**src/synth_pkg.sv**
```systemverilog
// ------------------------------
// chord synth shared package
// widths, control bits, track timing
// ALU source codes, register indices
// microprogram step codes, note_t
// ------------------------------
`default_nettype none

package synth_pkg;

	// datapath widths
	localparam int A_BITS    = 12;          // ALU word
	localparam int INC_BITS  = A_BITS - 1;  // phase increment
	localparam int OCT_BITS  = 3;
	localparam int NOTE_BITS = 4;
	localparam int MANT_BITS = 7;

	localparam logic [OCT_BITS-1:0] OCT_SILENT = 3'd7; // all ones = voice off

	// track timing, all in sample counter bits
	localparam int SAMPLE_COUNTER_BITS = 12;
	localparam int TRACK_POS_BITS      = 2;
	localparam int TRACK_LOG2_WAIT     = 6;
	localparam int BASS_POS_BITS       = 4;
	localparam int BASS_LOG2_WAIT      = TRACK_LOG2_WAIT - BASS_POS_BITS;
	localparam int SILENCE_CHORD_BITS  = 3; // chord rest window below track pos

	// player control bits
	localparam int CONTROL_BITS   = 4;
	localparam int PC_SILENCE     = 0;
	localparam int PC_CHORDS_ALT  = 1;
	localparam int PC_SIMPLE_BASS = 2;
	localparam int PC_MODULATE    = 3;

	// ------------------------------
	// ALU operand sources
	// ------------------------------
	localparam int A_SRC_BITS = 2;
	localparam logic [A_SRC_BITS-1:0] A_ZERO    = 2'd0;
	localparam logic [A_SRC_BITS-1:0] A_ACC     = 2'd1;
	localparam logic [A_SRC_BITS-1:0] A_SHR1    = 2'd2; // acc and S both halved
	localparam logic [A_SRC_BITS-1:0] A_INV_MSB = 2'd3;

	localparam int S_SRC_BITS = 3;
	localparam logic [S_SRC_BITS-1:0] S_ZERO        = 3'd0;
	localparam logic [S_SRC_BITS-1:0] S_INC_CHORD   = 3'd1;
	localparam logic [S_SRC_BITS-1:0] S_INC_BASS    = 3'd2;
	localparam logic [S_SRC_BITS-1:0] S_PHASE_CHORD = 3'd3;
	localparam logic [S_SRC_BITS-1:0] S_PHASE_BASS  = 3'd4;
	localparam logic [S_SRC_BITS-1:0] S_MIX         = 3'd5;

	// register file, one dest_mask bit each
	localparam int REG_PHASE_CHORD = 0;
	localparam int REG_PHASE_BASS  = 1;
	localparam int REG_MIX         = 2;
	localparam int NUM_REGS        = 3;

	// ------------------------------
	// microprogram steps
	// ------------------------------
	localparam int PROG_LEN  = 8;
	localparam int STEP_BITS = 3;
	localparam logic [STEP_BITS-1:0] STEP_LOAD_CHORD = 3'd0;
	localparam logic [STEP_BITS-1:0] STEP_ADD_CHORD  = 3'd1;
	localparam logic [STEP_BITS-1:0] STEP_LOAD_BASS  = 3'd2;
	localparam logic [STEP_BITS-1:0] STEP_ADD_BASS   = 3'd3;
	localparam logic [STEP_BITS-1:0] STEP_MIX_CHORD  = 3'd4;
	localparam logic [STEP_BITS-1:0] STEP_MIX_BASS   = 3'd5;
	localparam logic [STEP_BITS-1:0] STEP_INV_MSB    = 3'd6;
	localparam logic [STEP_BITS-1:0] STEP_STORE_MIX  = 3'd7;

	// octave in [6:4], note index in [3:0]
	typedef logic [7:0] note_t;

endpackage

`default_nettype wire
```
**src/chord_synth.sv**
```systemverilog
// ------------------------------
// chord synth top level
// ALU control interface
// ------------------------------
`default_nettype none

// decoder to ALU control bundle
interface alu_ctrl_if;
	import synth_pkg::*;

	logic [A_SRC_BITS-1:0] a_src;
	logic [S_SRC_BITS-1:0] s_src;
	logic [NUM_REGS-1:0]   dest_mask;
	logic                  update_acc;
	logic                  clear_acc;

	modport decoder (output a_src, s_src, dest_mask, update_acc, clear_acc);
	modport alu     (input  a_src, s_src, dest_mask, update_acc, clear_acc);
endinterface

module chord_synth (
	input  logic                                      clk,
	input  logic                                      reset,
	input  logic                                      req,
	input  logic [synth_pkg::SAMPLE_COUNTER_BITS-1:0] sample_counter,
	input  logic [synth_pkg::CONTROL_BITS-1:0]        control,
	output logic                                      ack,
	output logic signed [synth_pkg::A_BITS-1:0]       out
);
	import synth_pkg::*;

	logic [SAMPLE_COUNTER_BITS-1:0] sample_counter_q; // held for the run
	logic [CONTROL_BITS-1:0]        control_q;
	logic [INC_BITS-1:0]            chord_inc;
	logic [INC_BITS-1:0]            bass_inc;
	logic [A_BITS-1:0]              mix;
	logic                           done;

	alu_ctrl_if ctrl_bus ();

	// decode
	note_sequencer u_notes (
		.sample_counter (sample_counter_q),
		.control        (control_q),
		.chord_inc      (chord_inc),
		.bass_inc       (bass_inc)
	);

	micro_decoder u_decoder (
		.clk               (clk),
		.reset             (reset),
		.req               (req),
		.ack               (ack),
		.sample_counter_in (sample_counter),
		.control_in        (control),
		.ctrl              (ctrl_bus.decoder),
		.busy              (),
		.done              (done),
		.sample_counter_q  (sample_counter_q),
		.control_q         (control_q)
	);

	// execute
	alu_core u_alu (
		.clk       (clk),
		.reset     (reset),
		.ctrl      (ctrl_bus.alu),
		.chord_inc (chord_inc),
		.bass_inc  (bass_inc),
		.mix       (mix)
	);

	// result
	sample_output u_out (
		.clk   (clk),
		.reset (reset),
		.done  (done),
		.req   (req),
		.mix   (mix),
		.out   (out),
		.ack   (ack)
	);

endmodule

`default_nettype wire

```
**src/sample_output.sv**
```systemverilog
// ------------------------------
// output sample register
// ack side of req/ack handshake
// ------------------------------
`default_nettype none

module sample_output (
	input  logic                                clk,
	input  logic                                reset,
	input  logic                                done,
	input  logic                                req,
	input  logic [synth_pkg::A_BITS-1:0]        mix,
	output logic signed [synth_pkg::A_BITS-1:0] out,
	output logic                                ack
);
	import synth_pkg::*;

	logic load_q; // mix lands the edge after done

	always_ff @(posedge clk) begin
		if (reset) begin
			load_q <= 1'b0;
			out    <= '0;
			ack    <= 1'b0;
		end else begin
			load_q <= done;
			if (load_q) begin
				out <= $signed(mix);
				ack <= 1'b1;            // held while req stays high
			end else if (ack && !req) begin
				ack <= 1'b0;            // source let go
			end
		end
	end

endmodule

`default_nettype wire

```
**src/alu_core.sv**
```systemverilog
// ------------------------------
// accumulator ALU
// acc, phase and mix registers
// operand muxes, shifter, adder
// ------------------------------
`default_nettype none

module alu_core (
	input  logic                           clk,
	input  logic                           reset,
	alu_ctrl_if.alu                        ctrl,
	input  logic [synth_pkg::INC_BITS-1:0] chord_inc,
	input  logic [synth_pkg::INC_BITS-1:0] bass_inc,
	output logic [synth_pkg::A_BITS-1:0]   mix
);
	import synth_pkg::*;

	logic [A_BITS-1:0] acc;
	logic [A_BITS-1:0] regs [NUM_REGS]; // phase_chord, phase_bass, mix
	logic [A_BITS-1:0] a_val;
	logic [A_BITS-1:0] s_val;
	logic [A_BITS-1:0] s_op;  // after shifter
	logic [A_BITS-1:0] sum;
	logic              halve;

	assign halve = (ctrl.a_src == A_SHR1);

	// ------------------------------
	// A operand
	// ------------------------------
	always_comb begin
		case (ctrl.a_src)
			A_ZERO:    a_val = '0;
			A_ACC:     a_val = acc;
			A_SHR1:    a_val = acc >> 1;                    // logical, phases unsigned
			A_INV_MSB: a_val = acc ^ {1'b1, {(A_BITS-1){1'b0}}};
			default:   a_val = '0;
		endcase
	end

	// ------------------------------
	// S operand
	// ------------------------------
	always_comb begin
		case (ctrl.s_src)
			S_ZERO:        s_val = '0;
			S_INC_CHORD:   s_val = {1'b0, chord_inc};
			S_INC_BASS:    s_val = {1'b0, bass_inc};
			S_PHASE_CHORD: s_val = regs[REG_PHASE_CHORD];
			S_PHASE_BASS:  s_val = regs[REG_PHASE_BASS];
			S_MIX:         s_val = regs[REG_MIX];
			default:       s_val = '0;
		endcase
	end

	// shifter follows the acc halving so the mix stays balanced
	assign s_op = halve ? (s_val >> 1) : s_val;

	// wraps mod 2^A_BITS, phase overflow is the waveform period
	assign sum = a_val + s_op;

	// accumulator
	always_ff @(posedge clk) begin
		if (reset) begin
			acc <= '0;
		end else if (ctrl.clear_acc) begin
			acc <= '0; // fresh run
		end else if (ctrl.update_acc) begin
			acc <= sum;
		end
	end

	// register file, written from acc before its update
	always_ff @(posedge clk) begin
		if (reset) begin
			for (int i = 0; i < NUM_REGS; i++)
				regs[i] <= '0;
		end else begin
			for (int i = 0; i < NUM_REGS; i++) begin
				if (ctrl.dest_mask[i])
					regs[i] <= acc;
			end
		end
	end

	assign mix = regs[REG_MIX];

endmodule

`default_nettype wire

```
**src/micro_decoder.sv**
```systemverilog
// ------------------------------
// micro decoder
// request capture and input latch
// step counter, microprogram ROM
// ------------------------------
`default_nettype none

module micro_decoder (
	input  logic                                      clk,
	input  logic                                      reset,
	input  logic                                      req,
	input  logic                                      ack,
	input  logic [synth_pkg::SAMPLE_COUNTER_BITS-1:0] sample_counter_in,
	input  logic [synth_pkg::CONTROL_BITS-1:0]        control_in,
	alu_ctrl_if.decoder                               ctrl,
	output logic                                      busy,
	output logic                                      done,
	output logic [synth_pkg::SAMPLE_COUNTER_BITS-1:0] sample_counter_q,
	output logic [synth_pkg::CONTROL_BITS-1:0]        control_q
);
	import synth_pkg::*;

	logic                  start;
	logic                  start_q;  // capture cycle, acc cleared here
	logic                  wait_ack; // run over, hold off until ack seen
	logic [STEP_BITS-1:0]  step;
	logic [A_SRC_BITS-1:0] a_src;
	logic [S_SRC_BITS-1:0] s_src;
	logic [NUM_REGS-1:0]   dest_mask;
	logic                  update_acc;

	assign start = req && !ack && !busy && !start_q && !wait_ack;
	assign done  = busy && (step == STEP_BITS'(PROG_LEN-1)); // last step

	// ------------------------------
	// sequencing
	// ------------------------------
	always_ff @(posedge clk) begin
		if (reset) begin
			start_q  <= 1'b0;
			busy     <= 1'b0;
			wait_ack <= 1'b0;
			step     <= '0;
		end else begin
			start_q <= start;
			if (start_q) begin
				busy <= 1'b1;
				step <= '0;
			end else if (busy) begin
				step <= step + 1'b1;
				if (done) begin
					busy     <= 1'b0;
					wait_ack <= 1'b1;
				end
			end
			if (wait_ack && ack)
				wait_ack <= 1'b0; // ack low again before next start
		end
	end

	// inputs held for the whole run
	always_ff @(posedge clk) begin
		if (start) begin
			sample_counter_q <= sample_counter_in;
			control_q        <= control_in;
		end
	end

	// program ROM
	always_comb begin
		a_src      = A_ACC;
		s_src      = S_ZERO;
		dest_mask  = '0;
		update_acc = 1'b1;
		case (step)
			STEP_LOAD_CHORD: s_src = S_INC_CHORD;  // acc cleared at capture
			STEP_ADD_CHORD:  s_src = S_PHASE_CHORD;
			STEP_LOAD_BASS: begin
				a_src = A_ZERO;
				s_src = S_INC_BASS;
				dest_mask[REG_PHASE_CHORD] = 1'b1; // store new chord phase
			end
			STEP_ADD_BASS:   s_src = S_PHASE_BASS;
			STEP_MIX_CHORD: begin
				a_src = A_ZERO;
				s_src = S_PHASE_CHORD;
				dest_mask[REG_PHASE_BASS] = 1'b1;
			end
			STEP_MIX_BASS: begin
				a_src = A_SHR1; // chord/2 + bass/2
				s_src = S_PHASE_BASS;
			end
			STEP_INV_MSB:    a_src = A_INV_MSB; // to offset binary
			STEP_STORE_MIX: begin
				update_acc = 1'b0;
				dest_mask[REG_MIX] = 1'b1;
			end
			default:         update_acc = 1'b0;
		endcase
	end

	assign ctrl.a_src      = a_src;
	assign ctrl.s_src      = s_src;
	assign ctrl.dest_mask  = busy ? dest_mask : '0; // idle writes nothing
	assign ctrl.update_acc = busy && update_acc;
	assign ctrl.clear_acc  = start_q;

endmodule

`default_nettype wire

```
**src/note_sequencer.sv**
```systemverilog
// ------------------------------
// note sequencer
// chord and bass note per track position
// bass rhythm, modulate, chord silence
// mantissa lookup into phase increments
// ------------------------------
`default_nettype none

module note_sequencer (
	input  logic [synth_pkg::SAMPLE_COUNTER_BITS-1:0] sample_counter,
	input  logic [synth_pkg::CONTROL_BITS-1:0]        control,
	output logic [synth_pkg::INC_BITS-1:0]            chord_inc,
	output logic [synth_pkg::INC_BITS-1:0]            bass_inc
);
	import synth_pkg::*;

	// one octave of mantissas, top entries unused
	function automatic logic [MANT_BITS-1:0] mantissa(input logic [NOTE_BITS-1:0] idx);
		logic [7:0] entry; // table values in 8 bits
		case (idx)
			4'd0:    entry = 8'd246;
			4'd1:    entry = 8'd232;
			4'd2:    entry = 8'd219;
			4'd3:    entry = 8'd207;
			4'd4:    entry = 8'd195;
			4'd5:    entry = 8'd184;
			4'd6:    entry = 8'd174;
			4'd7:    entry = 8'd164;
			4'd8:    entry = 8'd155;
			4'd9:    entry = 8'd146;
			4'd10:   entry = 8'd138;
			4'd11:   entry = 8'd130;
			default: entry = '0;   // 12..15 silent
		endcase
		return entry[MANT_BITS-1:0]; // msb dropped by the 7 bit entry
	endfunction

	// note to phase increment, octave shifts down
	function automatic logic [INC_BITS-1:0] note_inc(input note_t n, input logic modulate);
		logic [NOTE_BITS-1:0] idx;
		logic [OCT_BITS-1:0]  oct;
		logic [INC_BITS-1:0]  full;
		idx  = n[NOTE_BITS-1:0] + NOTE_BITS'(modulate); // no carry into octave
		oct  = n[NOTE_BITS +: OCT_BITS];
		full = {mantissa(idx), {(INC_BITS-MANT_BITS){1'b0}}};
		if (oct == OCT_SILENT)
			return '0;
		return full >> oct;
	endfunction

	localparam note_t NOTE_REST = {1'b0, OCT_SILENT, 4'h0};

	logic [TRACK_POS_BITS-1:0] track_pos;
	logic [BASS_POS_BITS-1:0]  bass_pos;
	logic                      chord_rest;
	note_t                     chord_note;
	note_t                     bass_note;
	note_t                     bass_note1;
	note_t                     bass_note2;

	assign track_pos  = sample_counter[TRACK_LOG2_WAIT +: TRACK_POS_BITS];
	assign bass_pos   = sample_counter[BASS_LOG2_WAIT +: BASS_POS_BITS];
	assign chord_rest = (sample_counter[TRACK_LOG2_WAIT-1 -: SILENCE_CHORD_BITS] == '0) ||
		control[PC_SILENCE]; // rest at start of each position, or muted

	// chord voice
	always_comb begin
		case (track_pos)
			2'd0: chord_note = 8'h10;                                   // C1
			2'd1: chord_note = 8'h27;                                   // G
			2'd2: chord_note = 8'h25;                                   // F
			default: chord_note = control[PC_CHORDS_ALT] ? 8'h21 : 8'h28; // Db / Ab
		endcase
		if (chord_rest)
			chord_note = NOTE_REST;
	end

	// bass note pair per track position
	always_comb begin
		case (track_pos)
			2'd0: begin bass_note1 = 8'h30; bass_note2 = 8'h37; end
			2'd1: begin bass_note1 = 8'h32; bass_note2 = 8'h37; end
			2'd2: begin bass_note1 = 8'h30; bass_note2 = 8'h35; end
			default: begin bass_note1 = 8'h35; bass_note2 = 8'h38; end
		endcase
	end

	// ------------------------------
	// bass rhythm
	// ------------------------------
	always_comb begin
		bass_note = NOTE_REST; // gaps rest
		if (control[PC_SIMPLE_BASS]) begin
			case (bass_pos)
				0, 2, 4, 8, 12, 14: bass_note = bass_note1;
				1, 6, 10, 13:       bass_note = bass_note2;
				default:            bass_note = NOTE_REST;
			endcase
		end else if (track_pos == 2'd3) begin
			case (bass_pos)
				0, 4, 8, 9, 12: bass_note = bass_note1;
				2, 6, 10, 14:   bass_note = bass_note2;
				default:        bass_note = NOTE_REST;
			endcase
		end else begin
			case (bass_pos)
				0, 2, 4, 5, 8, 12, 13: bass_note = bass_note1;
				1, 6, 10, 14:          bass_note = bass_note2;
				default:               bass_note = NOTE_REST;
			endcase
		end
	end

	assign chord_inc = note_inc(chord_note, control[PC_MODULATE]);
	assign bass_inc  = note_inc(bass_note, control[PC_MODULATE]);

endmodule

`default_nettype wire

```
**config.mk**
```make
export PLATFORM = sky130hd
export DESIGN_NAME = chord_synth
export DESIGN_NICKNAME = d
export VERILOG_FILES = /design/src/synth_pkg.sv /design/src/chord_synth.sv /design/src/sample_output.sv /design/src/alu_core.sv /design/src/micro_decoder.sv /design/src/note_sequencer.sv
export SDC_FILE = /design/constraint.sdc
export NUM_CORES = 1
export LEC_CHECK = 0
export ABC_AREA = 1
export BUFFER_PORTS_ARGS = -buffer_cell sky130_fd_sc_hd__buf_2
export CAP_MARGIN = 0
export CORE_MARGIN = 2
export CORE_UTILIZATION = 35
export CTS_BUF_LIST = sky130_fd_sc_hd__clkbuf_8
export DETAILED_ROUTE_END_ITERATION = 6
export PLACE_DENSITY = 0.6
export SETUP_SLACK_MARGIN = 0.4
export SYNTH_ARGS = -nofsm -noshare
export SYNTH_HDL_FRONTEND = slang
export SYNTH_SLANG_ARGS = --single-unit
```
**constraint.sdc**
```tcl
create_clock -name clk -period 7.1 [get_ports clk]
set_input_delay 0 -clock clk [delete_from_list [all_inputs] [get_ports clk]]
set_output_delay 0 -clock clk [all_outputs]
set_load 0.1 [all_outputs]
```
# Word level (Yosys, flattened, before mapping)
# Memory sizes are Yosys's and may differ from the RTL's.
# Index checks and enable logic that the tools add are counted.
[word_totals]
reg_bits = 44
ramBits = 36
mem_bits_ro = 256
inputBits = 19
out_inout_bits = 13
wordCells = 134
memories = 3
[classes]
n_addsub = 4
eq_ne = 31
shift = 2
muxes = 45
bitwise_logic = 5
n_reduce_logical = 34
[mem_list]
columns = ["memory", "words", "word_bits", "read_ports", "rd_ports_with_merged_regs", "wr", "line_no", "source"]
rows = [
  ["(no name shown)", 16, 8, 1, 0, 0, "note_sequencer.sv:20", "case (idx)"],
  ["(no name shown)", 16, 8, 1, 0, 0, "note_sequencer.sv:20", ""],
  ["u_alu.regs", 3, 12, 3, 0, 3, "alu_core.sv:19", "logic [A_BITS-1:0] regs [NUM_REGS];"],
]
[ops]
columns = ["cell", "n"]
rows = [
  ["one-hot mux 12 bit (5 select lines)", 1],
  ["2-to-1 mux 12 bit", 4],
  ["one-hot mux 12 bit (4 select lines)", 1],
  ["2-to-1 mux 11 bit", 4],
  ["one-hot mux 7 bit (2 select lines)", 3],
  ["equality test 3 bit (second input constant)", 8],
  ["equality test 4 bit (second input constant)", 6],
  ["2-to-1 mux 1 bit", 22],
  [">> shifter 11 x 3 -> 11 bit", 2],
  ["2-to-1 mux 7 bit", 3],
  ["one-hot mux 6 bit (3 select lines)", 1],
  ["OR reduction 2 bit", 7],
  ["adder 12 bit", 1],
  ["equality test 3 x 2 -> 1 bit (second input constant)", 4],
  ["equality test 4 x 3 -> 1 bit (second input constant)", 3],
  ["one-hot mux 3 bit (4 select lines)", 1],
  ["OR reduction 4 bit", 3],
  ["adder 4 x 1 -> 4 bit", 2],
  ["equality test 2 bit (second input constant)", 4],
  ["logical AND 1 bit", 8],
  ["one-hot mux 4 bit (2 select lines)", 1],
  ["OR reduction 7 bit", 1],
  ["equality test 3 x 1 -> 1 bit (second input constant)", 2],
  ["logical NOT 3 bit", 2],
  ["other kinds (18)", 27],
]

# Longest topological paths before layout
# Gate-level depths: netlist of run 1.
# An unclocked memory read counts as a cell.
[depth]
ltp_word = 13
mapped_depth = 34
mapped_depth_nobuf = 34

# Cells and area by module
# A second synthesis of run 1 with hierarchy kept.
[unflattened]
cells_unflattened = 769
hier_area_um2 = 5720.5
[by_module_without_submodules]
columns = ["module", "n_inst", "cells_each", "area_per_inst_um2", "seq_area_each_um2"]
rows = [
  ["alu_core", 1, 380, 3042.9, 1321.3],
  ["note_sequencer", 1, 226, 1177.4, 0.0],
  ["micro_decoder", 1, 79, 922.1, 600.6],
  ["sample_output", 1, 84, 578.1, 280.3],
]

# Worst setup path before layout of run 1
# No wires, ideal clock.
[synth_path]
path_type = "register to register"
from = "register u_decoder.sample_counter_q[6] (netlist bit)"
to = "register u_alu.acc[11]"
setup_ps = 109
arrival_ps = 3900
required_ps = 6991
setup_slack_ps = 3091
path_stages_with_launch = 34
path_buffers = 0
period_less_slack_ps = 4009
path_cell_list = "edfxtp_1 ha_1 inv_1 nand2_1 nor2_1 nand2_1 nand2_1 nand2_2 nand2_4 inv_1 ha_1 ha_1 inv_1 ha_1 inv_1 nand2_1 nand2_1 nand2_1 nand3_1 nand2_1 nand3_1 nand2_1 ha_1 a21oi_1 o21ai_0 a21oi_1 o21ai_0 nand2_1 nand2_1 a21oi_1 nand2b_1 nand3_1 nand2_1 inv_1"
[synth_via]
elab_chain_len = 13
word_cells_on_any_way = 30
cone_classes = "add/sub (3); eq/ne (5); shift (2); mux (15); reduce/logical (3); memory (2)"
[synth_rtl]
columns = ["element", "line_no", "source"]
rows = [
  ["start, declared", "micro_decoder.sv:18", "output logic [synth_pkg::SAMPLE_COUNTER_BITS-1:0] sample_counter_q,"],
  ["start signal, assigned", "micro_decoder.sv:64", "sample_counter_q <= sample_counter_in;"],
  ["equality test 2 x 1 -> 1 bit, or another cell as far along", "note_sequencer.sv:68, note_sequencer.sv:80", ""],
  ["OR reduction 2 bit (no line)", "n/a", ""],
  ["one-hot mux 4 bit (2 select lines) / one-hot mux 3 bit (2 select lines) (equally long branches)", "note_sequencer.sv:80", "case (track_pos)"],
  ["one-hot mux 7 bit (2 select lines) (on tied branches)", "note_sequencer.sv:106, note_sequencer.sv:100", ""],
  ["2-to-1 mux 7 bit", "note_sequencer.sv:99", "end else if (track_pos == 2'd3) begin"],
  ["2-to-1 mux 7 bit", "note_sequencer.sv:93", "if (control[PC_SIMPLE_BASS]) begin"],
  ["adder 4 x 1 -> 4 bit", "note_sequencer.sv:43", "idx = n[NOTE_BITS-1:0] + NOTE_BITS'(modulate);"],
  ["memory read (16 x 8 bit)", "n/a", ""],
  [">> shifter 11 x 3 -> 11 bit", "note_sequencer.sv:48", "return full >> oct;"],
  ["2-to-1 mux 11 bit", "note_sequencer.sv:48", ""],
  ["one-hot mux 12 bit (5 select lines) (*)", "alu_core.sv:45", "case (ctrl.s_src)"],
  ["2-to-1 mux 12 bit (*)", "alu_core.sv:57", "assign s_op = halve ? (s_val >> 1) : s_val;"],
  ["adder 12 bit (*)", "alu_core.sv:60", "assign sum = a_val + s_op;"],
  ["end signal, assigned", "alu_core.sv:69", "acc <= sum;"],
  ["end, declared", "alu_core.sv:18", "logic [A_BITS-1:0] acc;"],
]
# Mark *: on every way between the ends. The rest lies on a longest branch, timed or not.
# A chain may end at the register's enable or synchronous reset.

# Final worst setup path of run 1
# Same ends and word-level chain as after synthesis.

==> summary.txt, run 1 <==
Outcome
  – Status: completed

Setup path
  – Crit path largest cell delay: around 0.45 ns
  – Crit end category: flip-flop
  – Critical path's slowest cell: edfxtp_1
  – WP data arrival: 4.94 ns
  – CP dominant cell by count: nand2_1
  – Worst reg2reg setup slack: 2.43 ns
  – Worst Path Buf+Inv: 5
  – Critical Path RT: 7.37 ns
  – CP max FO: 6
  – Critical Path Start Type: flip-flop
  – Cell family with most CP delay: simple AND/OR/NAND/NOR gates
  – Kind of critical path: reg -> reg

Timing
  – RSZ-0062 raised after global routing: no
  – Period utilization: 0.657
  – Worst slew pin tran: 0.750 ns
  – Clock Skews: about 0.020 ns
  – Max-slew violations: 0
  – Achievable frequency: 214 MHz
  – Final hold vios: 0
  – Slew HR: 0.498
  – Fin crit period: 4.67 ns
  – Total negative slack: 0 ns
  – Final setup violation count: 0

Floorplan
  – # IOs: 32
  – Die Wd: between 100 and 150 µm
  – Die Area: about 14000 µm²
  – DIE HEIGHT: 120 µm
  – Initial Util: 0.358
  – Core area: roughly 13000 µm²
  – Num rows: 42

Pwr
  – Leakage: 2.49 nW
  – PwrDens: 211 nW/µm²
  – Worst VDD drop: approximately 120 µV

Synthesis
  – Number of synthesized flops with an enable pin: 46
  – Post-synth cell types: 44
  – Synth top area share: 0.292
  – Synth Instances: 614
  – Area contributors post-synth: edfxtp_1 (29%), dfxtp_1 (14%), nand2_1 (12%), ha_1 (8.2%), nor2_1 (6.0%)
  – Mapped Area: 4740 µm²
  – Syn Area/Cell: 7.72 µm²
  – Synth Net Count: 665
  – Post-synthesis sequential area ratio: 0.427
  – Synth area leader: edfxtp_1
  – Fraction of registers with async set/reset: 0
  – Top_reg_cell synth: edfxtp_1
  – Synthesized flop and latch total: 78
  – Synth warnings: 0

Clock tree
  – Clk buf depth: 2
  – CTS tree: done
  – Total CTS buffers: 9
  – Clock transition at path regs: roughly 0.10 ns
  – Cts repair resizes: 0
  – Clock root buffer: clkbuf_8
  – Worst-skew pair later-pin latency: 0.37 ns
  – Clock tree sinks: 78
  – Number of setup buffers added after CTS: 0
  – CTS Hold Buffers Added: 12
  – H-tree Lvls: 3

Flow run
  – Max_cap viols: 0

Drt
  – Iter 0 DRT Violations: 223
  – ANT nets after route: 0
  – DR WL/cell: roughly 13 µm
  – # DRC: 0
  – Via count: approximately 4200
  – Drt first pass iters: 5
  – Via/cell ratio: 5.02
  – Final wirelength: 11300 µm

Finish
  – Fin cells: 835
  – NumNets Final: 705
  – Layout cells sized above 1: 0.103
  – Area grow syn2layout: 13.8%
  – Antenna Cells: 0

Global route
  – Pin count of the biggest net entering global routing: 21
  – Vias in the first global route: 4126
  – GRT overflow: 0
  – Initial antenna violation count: 0
  – First-pass GRT wire length: 19000 µm
  – GRT Total Usage: 0.165

Placement
  – Inst Count DP: between 800 and 900
  – RD Place Congestion: 0.852
  – Buffers on Ports: 25
  – Post-DP HPWL: 8400 µm

Worst hold path
  – Hold Path Class: in -> reg
where the power goes:
group	total, mW	switching, mW	internal, mW
combinational	0.260	0.170	0.0904
clock	0.368	0.196	0.172
sequential	0.507	0.0105	0.497
registers in the layout, summed over array words and instances, names as in the netlist, 3 cells and up:
signal and flops:
u_alu.acc 12, u_decoder.step 3, u_decoder.sample_counter_q 6, u_out.out 12, u_alu.regs 36, u_decoder.control_q 4
worst register-to-register path: cells and delay by family, from the launching register on:
family                   cells  cell delay (ns)
adder cells (fa/ha/maj)      5             1.35
flip-flops                   1             0.45
buffers and inverters        5             0.45
AND/OR/NAND/NOR             18             1.43
AO/OA/AOI/OAI                5             0.85
worst paths after layout:
kind                                           start                          endpoint  cells after the start
max          u_decoder.sample_counter_q[6]$_DFFE_PP_        u_alu.acc[11]$_SDFFE_PP0P_                     33
min reg2reg          u_decoder.wait_ack$_SDFFE_PP0P_   u_decoder.wait_ack$_SDFFE_PP0P_                      1
max reg2reg  u_decoder.sample_counter_q[6]$_DFFE_PP_        u_alu.acc[11]$_SDFFE_PP0P_                     33
min                                       control[2]  u_decoder.control_q[2]$_DFFE_PP_                      2
cell usage in the layout (no fill, tap or decap), drive strengths merged, types with 5 or more instances in the layout:
master	count
xor2	7
nor2	80
o22ai	11
edfxtp	46
o21ai	44
dfxtp	32
dlygate4sd3	12
nand2	157
nand3	56
a21oi	32
buf	29
clkbuf	9
nor3	5
ha	31
inv	77
cells in the mapped netlist, types with 3 or more instances:
| cell type | count |
|---|---|
| xor2_1 | 7 |
| nand3_1 | 55 |
| nor2_1 | 76 |
| nor3_1 | 4 |
| o22ai_1 | 11 |
| a21oi_1 | 29 |
| nor2_2 | 3 |
| inv_1 | 66 |
| ha_1 | 31 |
| nand2_2 | 3 |
| a31oi_1 | 3 |
| o21ai_1 | 4 |
| inv_2 | 7 |
| clkbuf_1 | 7 |
| nand2_1 | 152 |
| nand4_1 | 3 |
| o21ai_0 | 40 |
| dfxtp_1 | 32 |
| edfxtp_1 | 46 |
routing by layer:
metal,part of all wire,GRT usage,routed length (µm),vias to the layer above
met1,0.46,0.203,5170,1965
met4,0.020,0.0654,225,0
met3,0.029,0.0297,326,20
met2,0.49,0.286,5530,81
met5,0,0,0,-
li1,-,-,-,2123
layout make-up:
type                       instances  area, µm²
timing repair buffer              41        275
clock inverter                     7       88.8
clock buffer                       9        124
multi-input combinational        449       2380
fill                            1389       7850
sequential                        78       2020
tap                              176        220
inverter                          75        282
cell families after synthesis:
group	count (synthesis)	share of synthesized area
DFF	78	0.427
AOI/OAI and AO/OA	104	0.128
buffers and inverters	87	0.0711
xor gates and xnor gates	8	0.0148
adders and majority gates	32	0.0861
and+or+nand+nor	305	0.273
stage by stage:
step / setup slack [ns] / hold WS, ns / cell area, µm² / power (mW) / utilization
floorplan: 3.09 / 0.0691 / 4740 / 0.710 / -
global placement: 2.57 / 0.178 / 5060 / 0.763 / 0.382
detailed placement: 2.46 / 0.179 / 5060 / 0.770 / 0.382
CTS: 2.46 / 0.334 / 5390 / 1.14 / 0.407
global route: 1.96 / 0.342 / 5390 / 1.20 / 0.407
finish: 2.43 / 0.344 / 5390 / 1.14 / 0.407
Note: power is estimated with default switching activity, not from simulation.
==> run 2, diff against run 1 <==
PLACE_DENSITY = 0.62   (was 0.6)
clock period = 4.2 ns   (was 7.1 ns; I/O delays follow)
==> summary.txt, run 2 (synthesis gave the netlist of run 1 again) <==
Setup path
  – Critical Path Start Type: flip-flop
  – Critical path's slowest cell: edfxtp_1
  – Crit end category: flip-flop
  – Critical R2R Capture: u_alu.acc[11]$_SDFFE_PP0P_
  – WP data arrival: 4.24 ns
  – R2R cell count: 29
  – Worst Setup SP: u_decoder.sample_counter_q[7]$_DFFE_PP_
  – Critical Path RT: between 4 and 5 ns
  – Kind of critical path: reg -> reg
  – Worst reg2reg setup slack: 0.24 ns
  – CP dominant cell by count: nand2_1
  – CP max FO: 4
  – Crit path largest cell delay: between 0.3 and 0.4 ns
  – R2R Path Start: u_decoder.sample_counter_q[7]$_DFFE_PP_

Timing
  – Final hold vios: 0
  – Max-slew violations: 0
  – Final worst setup slack: approximately 0.24 ns
  – Worst slew pin tran: around 0.70 ns
  – Period utilization: 0.943
  – Final setup violation count: 0
  – Slew HR: 0.529
  – Achievable frequency: 252 MHz
  – Clock Skews: 0.0150 ns
  – RSZ-0062 raised after global routing: yes
  – Fin crit period: 3.96 ns

Pwr
  – Leakage: 2.72 nW
  – Seq pwr share: 0.424
  – Switching share of total power: 0.346
  – PwrDens: 333 nW/µm²
  – Internal power: 1.32 mW
  – Gate power share: 0.297
  – Worst VDD drop: 222 µV
  – Sw power: 0.701 mW
  – Clock share of power: 0.278

Clock tree
  – Worst-skew pair later-pin latency: 0.36 ns
  – H-tree Lvls: 3
  – Clock tree sinks: 78
  – CTS tree: done
  – Clock transition at path regs: 0.10 ns
  – Clock root buffer: clkbuf_8
  – Total CTS buffers: 9
  – Clk buf depth: 2

Global route
  – Pin count of the biggest net entering global routing: 18
  – GRT overflow: 0
  – GRT Total Usage: 0.170
  – Vias in the first global route: 4243
  – Initial antenna violation count: 0
  – First-pass GRT wire length: 19700 µm

Floorplan
  – # IOs: 32
  – Num rows: 42
  – Initial Util: 0.358
  – Core area: 13200 µm²
  – Die Wd: 120 µm
  – Die Area: 14500 µm²
  – DIE HEIGHT: 120 µm

Drt
  – Drt first pass iters: 5
  – Via count: roughly 4400
  – ANT nets after route: 0
  – Iter 0 DRT Violations: ~230
  – DR WL/cell: around 14 µm
  – Via/cell ratio: roughly 5
  – Final wirelength: 12000 µm
  – # DRC: 0

Finish
  – Most flop-heavy register: u_alu.regs
  – Final core occ: 0.460
  – Area grow syn2layout: 28.5%
  – Fillers: 1316
  – Largest register FFs: 36
  – Most frequent cells in the layout: nand2_1 (138), nor2_1 (70), inv_1 (61)
  – Most common cell after layout, fill and taps aside: nand2_1
  – Antenna Cells: 0
  – Layout cells sized above 1: 0.255
  – Largest regs: u_alu.regs x36, u_alu.acc x12, u_out.out x12
  – NumNets Final: roughly 750

Worst hold path
  – Worst Hold Depth: 2
  – Hold Path Class: in -> reg
  – Hold Startpoint: control[2]
  – Worst Hold Endpoint: u_decoder.control_q[2]$_DFFE_PP_

Placement
  – RD Place Congestion: ~0.85
  – DP Worst Slack: -0.0389 ns
  – Post-DP HPWL: between 8000 and 9000 µm
  – Buffers on Ports: 25

Outcome
  – Status: completed

Flow run
  – Max_cap viols: 0
-- run 2: cell count changes in the layout (fill, tap and decap cells not counted), sizes merged --
cell | previous run | this run
buf | 29 | 69
inv | 77 | 79
bufinv | 1 | 0
clkinvlp | 1 | 0
dlygate4sd3 | 12 | 13
nand2 | 157 | 158
-- run 2: cell type report --
cell class	count	area, µm²	share of cell area
multi-input cells	450	2770	0.456
flip-flops and latches	78	2020	0.332
repair buffers	82	586	0.0962
inverters	75	292	0.0479
well taps	176	220	0.0362
clock buffers	9	124	0.0203
clock inverters	7	71.3	0.0117
-- run 2: metrics by stage --
step | cells | area [µm²] | power (mW) | hold WS (ns) | TNS, ns
after floorplan | 614 | 4770 | 1.21 | 0.0691 | 0
after CTS | 867 | 5830 | 1.96 | 0.332 | 0
after global routing | 877 | 6090 | 2.14 | 0.346 | -0.0392
after global placement | 824 | 5220 | 1.32 | 0.177 | 0
after detailed placement | 824 | 5220 | 1.33 | 0.179 | -0.0389
final | 877 | 6090 | 2.02 | 0.347 | 0
-- run 2: power by group through the flow --
stage | Sequential (mW) | Combinational [mW] | Clock, mW
2_1_floorplan | 0.871 | 0.339 | 0
3_3_place_gp | 0.875 | 0.448 | 0
3_5_place_dp | 0.876 | 0.456 | 0
4_1_cts | 0.858 | 0.527 | 0.576
5_1_grt | 0.863 | 0.668 | 0.606
6_report | 0.859 | 0.602 | 0.564
-- run 2: worst max-delay path by stage --
stage,to,cells past startpoint
5_1_grt,u_alu.acc[11]$_SDFFE_PP0P_,29
2_1_floorplan,u_alu.acc[11]$_SDFFE_PP0P_,29
3_5_place_dp,u_alu.acc[11]$_SDFFE_PP0P_,29
6_report,u_alu.acc[11]$_SDFFE_PP0P_,29
4_1_cts,u_alu.acc[11]$_SDFFE_PP0P_,29
3_3_place_gp,u_alu.acc[11]$_SDFFE_PP0P_,29
-- run 2: critical path: cells and delay by family, from the launching register on --
kind | cells | cell delay (ns)
adder cells (fa/ha/maj) | 5 | 1.08
flip-flops | 1 | 0.39
AO/OA/AOI/OAI | 8 | 1.04
buffers and inverters | 4 | 0.26
AND/OR/NAND/NOR | 12 | 1.11
-- run 2: what timing repair did --
action,4_1_cts,5_1_grt
endpoints found under the setup margin,8,10
setup buffers,14,9
hold buffers,13,0
pin swaps,24,42
cloned,0,1
resized for setup,40,48
endpoints found under the hold margin,14,0
-- run 2: layer usage --
metal  track usage  up-vias  wire length [µm]
met2         0.310       81              6120
met3        0.0264       18               380
met5             0        -                 0
met1         0.201     2081              5310
met4        0.0589        0               212
li1              -     2215                 -
==> run 3, diff against run 2 <==
RECOVER_POWER = 50   (was unset)
SLEW_MARGIN = 20   (was unset)
==> summary.txt, run 3 (synthesis gave the netlist of run 1 again) <==
Finish
  – Most frequent cells in the layout: nand2_1 (138), nor2_1 (70), inv_1 (61)
  – NumNets Final: approximately 750
  – Area grow syn2layout: 27.9%
  – Layout cells sized above 1: 0.233
  – Largest regs: u_alu.regs x36, u_alu.acc x12, u_out.out x12
  – Largest register FFs: 36
  – Most common cell after layout, fill and taps aside: nand2_1
  – Antenna Cells: 0
  – Fillers: 1324
  – Most flop-heavy register: u_alu.regs

Floorplan
  – Initial Util: 0.358
  – Die Area: between 10000 and 15000 µm²
  – Num rows: 42
  – DIE HEIGHT: 120 µm
  – Die Wd: 120 µm
  – Core area: 13200 µm²
  – # IOs: 32

Timing
  – WHS: 0.347 ns
  – Worst slew pin tran: 1.18 ns
  – Final hold vios: 0
  – Slew HR: 0.216
  – Fin crit period: between 3 and 4 ns
  – Final setup violation count: 0
  – Clock Skews: roughly 0.016 ns
  – RSZ-0062 raised after global routing: yes
  – Period utilization: 0.944
  – Max-slew violations: 0
  – Achievable frequency: 252 MHz

Pwr
  – Worst VDD drop: 222 µV
  – Tot Pwr: 2.02 mW
  – Leakage: 2.65 nW
  – PwrDens: 334 nW/µm²

Setup path
  – WP data arrival: 4.24 ns
  – CP max FO: 4
  – Critical path's slowest cell: edfxtp_1
  – CP dominant cell by count: nand2_1
  – Critical Path RT: between 4 and 5 ns
  – Kind of critical path: reg -> reg
  – Critical Path Start Type: flip-flop
  – Worst Path Buf+Inv: 4
  – Crit end category: flip-flop
  – Crit path largest cell delay: 0.39 ns
  – Cell family with most CP delay: simple AND/OR/NAND/NOR gates

Drt
  – Iter 0 DRT Violations: 238
  – ANT nets after route: 0
  – Via/cell ratio: 4.99
  – Via count: ~4400
  – Drt first pass iters: 5
  – DR WL/cell: roughly 14 µm
  – Final wirelength: 12000 µm
  – # DRC: 0

Outcome
  – Status: completed

Clock tree
  – Clock root buffer: clkbuf_8
  – Clk buf depth: 2
  – Total CTS buffers: 9
  – H-tree Lvls: 3
  – CTS tree: done
  – Clock transition at path regs: around 0.10 ns
  – Clock tree sinks: between 70 and 80
  – Worst-skew pair later-pin latency: 0.36 ns

Global route
  – First-pass GRT wire length: 19700 µm
  – Pin count of the biggest net entering global routing: 18
  – Vias in the first global route: 4243
  – Initial antenna violation count: 0
  – GRT overflow: 0
  – GRT Total Usage: 0.170

Placement
  – Buffers on Ports: 25
  – Post-DP HPWL: 8560 µm
  – RD Place Congestion: 0.847

Worst hold path
  – Hold Path Class: in -> reg

Flow run
  – Max_cap viols: 0
## run 3: changes by cell type in the layout (fill, tap and decap cells not counted), sizes merged
cell,before,now
buf,69,53
clkbuf,9,25
## run 3: what timing repair did
| item | 4_1_cts | 5_1_grt |
|---|---|---|
| buffers inserted | 14 | 9 |
| resized for setup | 40 | 48 |
| hold endpoints to repair | 14 | 0 |
| hold buffers | 13 | 0 |
| gates cloned | 0 | 1 |
| pin swaps | 24 | 42 |
| setup endpoints to repair | 8 | 10 |
## run 3: routing by layer
metal,vias up,wire length [µm],global-route usage
li1,2214,-,-
met5,-,0,0
met3,18,347,0.0264
met4,0,212,0.0589
met1,2071,5320,0.201
met2,76,6130,0.310
## run 3: final timing paths
| kind | startpoint | endpoint | slack (ns) | cells past startpoint |
|---|---|---|---|---|
| worst max register to register | u_decoder.sample_counter_q[7]$_DFFE_PP_ | u_alu.acc[11]$_SDFFE_PP0P_ | 0.23 | 29 |
| worst max-delay path | u_decoder.sample_counter_q[7]$_DFFE_PP_ | u_alu.acc[11]$_SDFFE_PP0P_ | 0.23 | 29 |
| worst min-delay path | control[2] | u_decoder.control_q[2]$_DFFE_PP_ | 0.35 | 2 |
| worst min register to register | u_decoder.wait_ack$_SDFFE_PP0P_ | u_decoder.wait_ack$_SDFFE_PP0P_ | 0.49 | 1 |
## run 3: power breakdown
group	total (mW)	leakage [nW]	internal (mW)	switching (mW)
logic	0.600	1.83	0.247	0.353
registers	0.859	0.727	0.841	0.0183
clock network	0.564	0.100	0.235	0.329
total	2.02	2.65	1.32	0.701
## run 3: cell type report
cell class	instances	area, µm²	share of cell area
flip-flops and latches	78	2020	0.334
clock inverters	7	71.3	0.0118
well taps	176	220	0.0363
repair buffers	82	558	0.0921
inverters	75	292	0.0481
multi-input cells	450	2770	0.458
clock buffers	9	124	0.0204
## run 3: worst reg2reg max path, delay by kind of cell, from the launching register on
| kind | cells | cell delay (ns) |
|---|---|---|
| fa+ha+maj | 5 | 1.08 |
| buf+inv | 4 | 0.27 |
| compound gates | 8 | 1.03 |
| simple gates | 12 | 1.12 |
| flops | 1 | 0.39 |
## run 3: per-stage QoR
step                cell area (µm²)  setup TNS, ns  utilization  std cells  setup slack [ns]
global route                   6060        -0.0392        0.458        877           -0.0392
floorplan                      4770              0            -        614             0.397
detailed placement             5220        -0.0389        0.394        824           -0.0389
CTS                            5830              0        0.440        867             0.333
finish                         6060              0        0.458        877             0.234
global placement               5220              0        0.394        824            0.0431
